`src/source/cdb_pkg.sv`:
```
// ##################################################
// Shared definitions of the writeback stage
// Bus widths, execution unit count, result payload
// ##################################################

`default_nettype none

package cdb_pkg;

    // Width of a result value
    localparam int XLEN = 32;

    // Execution units on the bus, unit 0 is the load/store path
    localparam int EU_N = 4;

    // Units that share the bus round-robin
    localparam int RS_N = EU_N - 1;

    // Width of a unit index on the bus
    localparam int EU_IDX_LEN = $clog2(EU_N);

    // Width of a ROB entry index
    localparam int ROB_IDX_LEN = 4;

    // Width of an exception code
    localparam int EXCEPT_LEN = 5;

    // Result as it travels on the bus, 42 bits
    typedef struct packed {
        // Destination ROB entry
        logic [ROB_IDX_LEN-1:0] rob_idx;
        // Computed value
        logic [XLEN-1:0]        res_value;
        // Exception flag and its cause
        logic                   except_raised;
        logic [EXCEPT_LEN-1:0]  except_code;
    } cdb_data_t;

endpackage

`default_nettype wire

```
`src/source/eu_result_buffer.sv`:
```
// ##################################################
// One-entry result buffer in front of the bus
// Holds a finished result until the bus takes it
// ##################################################

`timescale 1ns/1ps
`default_nettype none

module eu_result_buffer (
    input  logic               clk_i,
    input  logic               arst_n_i,
    input  logic               flush_i,

    // From the execution unit
    input  logic               valid_i,
    input  cdb_pkg::cdb_data_t data_i,
    output logic               ready_o,

    // Towards the bus
    output logic               valid_o,
    output cdb_pkg::cdb_data_t data_o,
    input  logic               ready_i
);

    import cdb_pkg::*;

    // Stored result and its valid bit
    logic      valid_q;
    cdb_data_t data_q;

    // Handshake events
    logic      drain;
    logic      load;

    // Bus takes the stored result this cycle
    assign drain = valid_q & ready_i;

    // Free slot or slot freed in the same cycle, never during flush
    assign ready_o = (~valid_q | drain) & ~flush_i;
    assign load    = valid_i & ready_o;

    // Valid bit
    always_ff @(posedge clk_i or negedge arst_n_i) begin
        if (!arst_n_i) begin
            valid_q <= 1'b0;
        end else if (flush_i) begin
            // Drop whatever is held
            valid_q <= 1'b0;
        end else if (load) begin
            // New result wins over a drain in the same cycle
            valid_q <= 1'b1;
        end else if (drain) begin
            valid_q <= 1'b0;
        end
    end

    // Payload register
    always_ff @(posedge clk_i) begin
        if (load) begin
            data_q <= data_i;
        end
    end

    assign valid_o = valid_q;
    assign data_o  = data_q;

endmodule

`default_nettype wire

```
`src/source/cdb_arbiter.sv`:
```
// ##################################################
// Bus arbiter for the common data bus
// Unit 0 has fixed top priority, others round-robin
// Grant is held while the ROB applies back-pressure
// ##################################################

`timescale 1ns/1ps
`default_nettype none

module cdb_arbiter (
    input  logic                             clk_i,
    input  logic                             arst_n_i,
    input  logic                             flush_i,

    // Maximum priority unit handshake
    input  logic                             max_prio_valid_i,
    output logic                             max_prio_ready_o,

    // Low priority unit handshakes
    input  logic [0:cdb_pkg::EU_N-2]         valid_i,
    output logic [0:cdb_pkg::EU_N-2]         ready_o,

    // ROB handshake
    input  logic                             rob_ready_i,
    output logic                             rob_valid_o,

    // Selection for the data multiplexer
    output logic                             served_max_prio_o,
    output logic [cdb_pkg::EU_IDX_LEN-1:0]   served_o
);

    import cdb_pkg::*;

    // Round-robin pointer, index among the low priority units
    logic [EU_IDX_LEN-1:0] rr_ptr_q;
    logic [EU_IDX_LEN-1:0] rr_ptr_d;

    // Grant frozen from the previous stalled cycle
    logic                  lock_q;
    logic                  lock_max_prio_q;
    logic [EU_IDX_LEN-1:0] lock_idx_q;

    // Round-robin search result
    logic                  rr_found;
    logic [EU_IDX_LEN-1:0] rr_idx;

    // Final selection of this cycle
    logic                  sel_max_prio;
    logic [EU_IDX_LEN-1:0] sel_idx;
    logic                  any_req;
    logic                  xfer;

    // Search from the pointer, wrapping over the low priority units
    always_comb begin
        int cand;
        rr_found = 1'b0;
        rr_idx   = rr_ptr_q;
        for (int i = 0; i < RS_N; i++) begin
            cand = int'(rr_ptr_q) + i;
            if (cand >= RS_N) begin
                cand = cand - RS_N;
            end
            // First valid unit after the pointer wins
            if (!rr_found && valid_i[cand]) begin
                rr_found = 1'b1;
                rr_idx   = EU_IDX_LEN'(cand);
            end
        end
    end

    // Held grant keeps the bus stable until the ROB takes it
    always_comb begin
        if (lock_q) begin
            sel_max_prio = lock_max_prio_q;
            sel_idx      = lock_idx_q;
        end else begin
            sel_max_prio = max_prio_valid_i;
            sel_idx      = rr_idx;
        end
    end

    // A held grant always belongs to a full buffer, so a request stays present
    assign any_req     = max_prio_valid_i | rr_found;
    assign rob_valid_o = any_req & ~flush_i;
    assign xfer        = rob_valid_o & rob_ready_i;

    // Only the served unit sees the ROB ready
    assign max_prio_ready_o = xfer & sel_max_prio;

    always_comb begin
        for (int i = 0; i < RS_N; i++) begin
            ready_o[i] = xfer & ~sel_max_prio & (sel_idx == EU_IDX_LEN'(i));
        end
    end

    // Pointer moves past a served low priority unit
    always_comb begin
        rr_ptr_d = rr_ptr_q;
        if (xfer && !sel_max_prio) begin
            if (sel_idx == EU_IDX_LEN'(RS_N - 1)) begin
                rr_ptr_d = '0;
            end else begin
                rr_ptr_d = sel_idx + 1'b1;
            end
        end
    end

    // Pointer and grant lock, both cleared by flush
    always_ff @(posedge clk_i or negedge arst_n_i) begin
        if (!arst_n_i) begin
            rr_ptr_q        <= '0;
            lock_q          <= 1'b0;
            lock_max_prio_q <= 1'b0;
            lock_idx_q      <= '0;
        end else if (flush_i) begin
            // Restart round-robin at unit 1
            rr_ptr_q        <= '0;
            lock_q          <= 1'b0;
            lock_max_prio_q <= 1'b0;
            lock_idx_q      <= '0;
        end else begin
            rr_ptr_q        <= rr_ptr_d;
            // Offered but not taken
            lock_q          <= rob_valid_o & ~rob_ready_i;
            lock_max_prio_q <= sel_max_prio;
            lock_idx_q      <= sel_idx;
        end
    end

    // Selection towards the data multiplexer
    assign served_max_prio_o = sel_max_prio;
    assign served_o          = sel_idx;

endmodule

`default_nettype wire

```
`src/source/cdb.sv`:
```
// ##################################################
// Common data bus towards the ROB
// Arbiter instance and result multiplexer
// ##################################################

`timescale 1ns/1ps
`default_nettype none

module cdb (
    input  logic                clk_i,
    input  logic                arst_n_i,
    input  logic                flush_i,

    // Maximum priority unit, the load/store path
    input  logic                max_prio_valid_i,
    output logic                max_prio_ready_o,
    input  cdb_pkg::cdb_data_t  max_prio_data_i,

    // Low priority units
    input  logic [0:cdb_pkg::EU_N-2] rs_valid_i,
    output logic [0:cdb_pkg::EU_N-2] rs_ready_o,
    input  cdb_pkg::cdb_data_t  rs_data_i [0:cdb_pkg::EU_N-2],

    // ROB side
    input  logic                rob_ready_i,
    output logic                rob_valid_o,
    output cdb_pkg::cdb_data_t  rob_data_o
);

    import cdb_pkg::*;

    // Result picked among the low priority units
    cdb_data_t             low_prio_mux_data;

    // Served unit from the arbiter
    logic                  served_max_prio;
    logic [EU_IDX_LEN-1:0] served;

    // Handshake steering
    cdb_arbiter u_cdb_arbiter (
        .clk_i             (clk_i),
        .arst_n_i          (arst_n_i),
        .flush_i           (flush_i),
        .max_prio_valid_i  (max_prio_valid_i),
        .max_prio_ready_o  (max_prio_ready_o),
        .valid_i           (rs_valid_i),
        .ready_o           (rs_ready_o),
        .rob_ready_i       (rob_ready_i),
        .rob_valid_o       (rob_valid_o),
        .served_max_prio_o (served_max_prio),
        .served_o          (served)
    );

    // Low priority mux, index among units 1 and up
    assign low_prio_mux_data = rs_data_i[served];

    // Load/store result overrides the low priority pick
    assign rob_data_o = served_max_prio ? max_prio_data_i : low_prio_mux_data;

endmodule

`default_nettype wire

```
`src/source/wb_cdb_top.sv`:
```
// ##################################################
// Writeback stage top level
// One result buffer per execution unit and the bus
// ##################################################

`timescale 1ns/1ps
`default_nettype none

module wb_cdb_top (
    input  logic                   clk_i,
    input  logic                   arst_n_i,
    input  logic                   flush_i,

    // Execution units, unit 0 is the load/store path
    input  logic [0:cdb_pkg::EU_N-1] eu_valid_i,
    output logic [0:cdb_pkg::EU_N-1] eu_ready_o,
    input  cdb_pkg::cdb_data_t     eu_data_i [0:cdb_pkg::EU_N-1],

    // ROB side
    input  logic                   rob_ready_i,
    output logic                   rob_valid_o,
    output cdb_pkg::cdb_data_t     rob_data_o
);

    import cdb_pkg::*;

    // Buffer to bus wires, one per unit
    logic [0:EU_N-1] buf_valid;
    logic [0:EU_N-1] buf_ready;
    cdb_data_t       buf_data [0:EU_N-1];

    // Result buffers
    for (genvar k = 0; k < EU_N; k++) begin : g_buf
        eu_result_buffer u_eu_result_buffer (
            .clk_i    (clk_i),
            .arst_n_i (arst_n_i),
            .flush_i  (flush_i),
            .valid_i  (eu_valid_i[k]),
            .data_i   (eu_data_i[k]),
            .ready_o  (eu_ready_o[k]),
            .valid_o  (buf_valid[k]),
            .data_o   (buf_data[k]),
            .ready_i  (buf_ready[k])
        );
    end

    // Bus, buffer 0 on the max priority port
    // Buffers 1 and up on the round-robin ports
    cdb u_cdb (
        .clk_i            (clk_i),
        .arst_n_i         (arst_n_i),
        .flush_i          (flush_i),
        .max_prio_valid_i (buf_valid[0]),
        .max_prio_ready_o (buf_ready[0]),
        .max_prio_data_i  (buf_data[0]),
        .rs_valid_i       (buf_valid[1:EU_N-1]),
        .rs_ready_o       (buf_ready[1:EU_N-1]),
        .rs_data_i        (buf_data[1:EU_N-1]),
        .rob_ready_i      (rob_ready_i),
        .rob_valid_o      (rob_valid_o),
        .rob_data_o       (rob_data_o)
    );

endmodule

`default_nettype wire

```
`config.mk`:
```
export PLATFORM = sky130hd
export DESIGN_NAME = wb_cdb_top
export DESIGN_NICKNAME = d
export VERILOG_FILES = /design/src/source/cdb_pkg.sv /design/src/source/eu_result_buffer.sv /design/src/source/cdb_arbiter.sv /design/src/source/cdb.sv /design/src/source/wb_cdb_top.sv
export SDC_FILE = /design/constraint.sdc
export NUM_CORES = 1
export LEC_CHECK = 0
export ABC_CLOCK_PERIOD_IN_PS = 12500
export BUFFER_PORTS_ARGS = -buffer_cell sky130_fd_sc_hd__buf_4
export CORE_ASPECT_RATIO = 1.4
export CORE_MARGIN = 2
export CORE_UTILIZATION = 40
export DETAILED_ROUTE_END_ITERATION = 7
export PLACE_DENSITY = 0.68
export SLEW_MARGIN = 5
export SYNTH_ARGS = -nofsm -noshare
export SYNTH_HDL_FRONTEND = slang
export SYNTH_SLANG_ARGS = --single-unit
```
`constraint.sdc`:
```
create_clock -name clk_i -period 12.5 [get_ports clk_i]
set_input_delay 0 -clock clk_i [delete_from_list [all_inputs] [get_ports clk_i]]
set_output_delay 0 -clock clk_i [all_outputs]
set_load 0.01 [all_outputs]
```
==> impl_metrics.json <==
{
  "tightest_slew_ns": 1.29,
  "setup-violations-final": 0,
  "die_w_um": 118,
  "drv_slew": 0,
  "fp.dieH_um": 164,
  "synthToLayoutAreaGrowth_pct": 58.0,
  "synthFlopType": "edfxtp_1",
  "via_count": 5412,
  "min_period_over_period": 0.367,
  "cts.repair.resized": 0,
  "core_area_sq_mm": 0.0179,
  "slowest_delay_ns": 0.66,
  "rows": 58,
  "path_clk_slew_ns": 0.06,
  "async_flop_share": 0.0562,
  "finalInstanceArea_sq_mm": 0.0115,
  "io_pins": 223,
  "rsz0062_at_grt": "false",
  "drt_wl_total_mm": 21.2,
  "relSlewSlack": 0.142,
  "fmax_ghz": 0.218,
  "ys_top_cells_by_area": "edfxtp_1 69%, o221ai_2 8.5%, mux2i_1 6.2%",
  "drc": 0,
  "htree_levels": 4,
  "cts_buffer_depth": 2,
  "ys_seq_area_frac": 0.727,
  "ant_nets": 0,
  "period_minus_slack_ns": 4.59,
  "cts_sinks": 178,
  "drt-initial-drc-count": 344,
  "nFillCells": 1269,
  "whs_ns": 0.287,
  "cts_tree": "built",
  "initial_core_util": 0.406,
  "arrival_ns": 4.59,
  "drive_above_1_share": 0.362,
  "postPlaceCellArea_sq_mm": 0.00918,
  "fin_util": 0.642,
  "maxCapViolations": 0,
  "wl_per_cell_um": 19.3,
  "synth_area_sq_mm": 0.00728,
  "port_buffers": 222,
  "netlist_instances": 442,
  "postCtsSetupBuffers": 0,
  "status": "completed",
  "avgSynthCellArea_sq_um": 16.5,
  "num-nets-final": 1024,
  "crit_slowest_cell": "or3_2",
  "hpwlAfterDp_mm": 12.8,
  "yosysTopAreaCell": "edfxtp_1",
  "mostFrequentLayoutCells": "228 x buf_4, 178 x dlygate4sd3_1, 168 x edfxtp_1",
  "syn_nets": 622,
  "crit_chain": "inv_1 > ha_1 > mux2i_1 > o22a_1 > a22oi_2 > o211ai_1 > and2_2 > buf_4 > or3_2 > buf_4 > o221ai_1 > buf_4",
  "holdBufCountCts": 178,
  "cts_inserted_buffers": 17,
  "ir_worst_vdd_mv": 0.0959,
  "grt_max_degree": 44,
  "final_hold_viol_count": 0,
  "avgViaCountPerCell": 4.92,
  "synth_top_area_frac": 0.693,
  "fin_setup_tns_ns": 0,
  "fin_worst_skew_ns": 0.0146,
  "gp_congestion": 0.873,
  "yosysWarnings": 0,
  "final_common_cell": "buf_4",
  "grt_pass1_wl_mm": 31.3,
  "grt_overflow": 0,
  "clk_latency_ns": 0.43,
  "dieArea_sq_mm": 0.0193,
  "dr.pass1.iters": 5,
  "power.density_mw_per_mm2": 136,
  "startpoint_type": "register",
  "p_leak_uw": 0.00461,
  "grt_use_total": 0.218,
  "crit_path_frequent_cell": "buf_4",
  "cts_root_buffer": "clkbuf_16",
  "synth_cell_types": 44,
  "critPathCaptureType": "output port",
  "cp.required_ns": 12.50,
  "worst-path-max-fanout": 43,
  "path_class": "reg2out",
  "synth-edff-count": 168,
  "grt_pass1_vias": 6022,
  "hp-class": "in2reg",
  "ys_ff_latch": 178,
  "antenna_found_initial": 1
}
==> kinds of logic (layout without fill, tap and decap cells) <==
logic type | Yosys count | after routing | share of synthesized area
AO/OA/AOI/OAI | 67 | 67 | 0.111
adder cells (fa/ha/maj) | 4 | 4 | 0.00687
buffers and inverters | 70 | 485 | 0.0433
flip-flops | 178 | 178 | 0.727
multiplexers | 47 | 47 | 0.0649
other | 0 | 2 | 0
AND/OR/NAND/NOR | 76 | 76 | 0.0469
==> synth_stat cells, types with 5 or more instances <==
cell      count
buf_2         6
edfxtp_1    168
dfrtp_1      10
clkbuf_1      5
inv_1        46
mux2i_1      45
nor2_1        8
a21oi_1       6
o221ai_2     41
nand2_1      47
==> registers in the layout, indices dropped and copies added, names as in the netlist <==
name / cells
g_buf.u_eu_result_buffer.data_o: 168
g_buf.u_eu_result_buffer.valid_o: 4
u_cdb.u_cdb_arbiter.lock_idx_q: 2
u_cdb.u_cdb_arbiter.lock_max_prio_q: 1
u_cdb.u_cdb_arbiter.lock_q: 1
u_cdb.u_cdb_arbiter.rr_ptr_q: 2
==> stage by stage <==
| step | cells | setup slack, ns | total power, uW |
|---|---|---|---|
| floorplan | 442 | 6.93 | 887 |
| global placement | 887 | 8.61 | 1020 |
| detailed placement | 887 | 8.39 | 1030 |
| CTS | 1097 | 7.96 | 1570 |
| global route | 1098 | 7.72 | 1620 |
| finish | 1099 | 7.91 | 1560 |
==> area by class of cell <==
class / instances / area (sq um) / area share
clock buffer: 18 / 429 / 0.0373
clock inverter: 14 / 114 / 0.00989
tap: 240 / 300 / 0.0261
timing repair buffer: 406 / 3490 / 0.304
antenna: 2 / 5.00 / 0.000435
inverter: 47 / 176 / 0.0153
multi-input combinational: 194 / 1700 / 0.147
sequential: 178 / 5300 / 0.460
==> worst max-delay path, delay by kind of cell, from the launching register on <==
kind | cells | cell delay [ns]
adder cells (fa/ha/maj) | 1 | 0.26
AO/OA/AOI/OAI | 4 | 0.78
flip-flops | 1 | 0.42
multiplexers | 1 | 0.27
AND/OR/NAND/NOR | 2 | 0.94
buffers and inverters | 4 | 1.42
==> layer usage <==
metal / GRT usage / part of all wire / up-vias
met5: 0 / 0 / -
met4: 0.106 / 0.035 / 0
met3: 0.0416 / 0.040 / 50
met2: 0.423 / 0.58 / 198
met1: 0.221 / 0.35 / 2678
li1: - / - / 2486
==> final timing paths <==
check,start,end,slack [ns],cells past startpoint
worst max-delay path,u_cdb.u_cdb_arbiter.rr_ptr_q[0],rob_data_o[41],7.91,12
worst min register to register,u_cdb.u_cdb_arbiter.rr_ptr_q[0],u_cdb.u_cdb_arbiter.rr_ptr_q[0],0.60,2
worst max register to register,u_cdb.u_cdb_arbiter.rr_ptr_q[0],g_buf[3].u_eu_result_buffer.data_o[29],8.37,10
max in group asynchronous,arst_n_i,g_buf[3].u_eu_result_buffer.valid_o,11.50,3
min in group asynchronous,arst_n_i,u_cdb.u_cdb_arbiter.lock_idx_q[0],0.64,3
worst min-delay path,eu_data_i[156],g_buf[0].u_eu_result_buffer.data_o[30],0.29,2
==> power breakdown <==
part	switching, uW	total (uW)	internal (uW)
logic	186	375	189
clock network	223	496	273
registers	8.97	693	684
No activity file was read; power rests on OpenSTA's default activity.
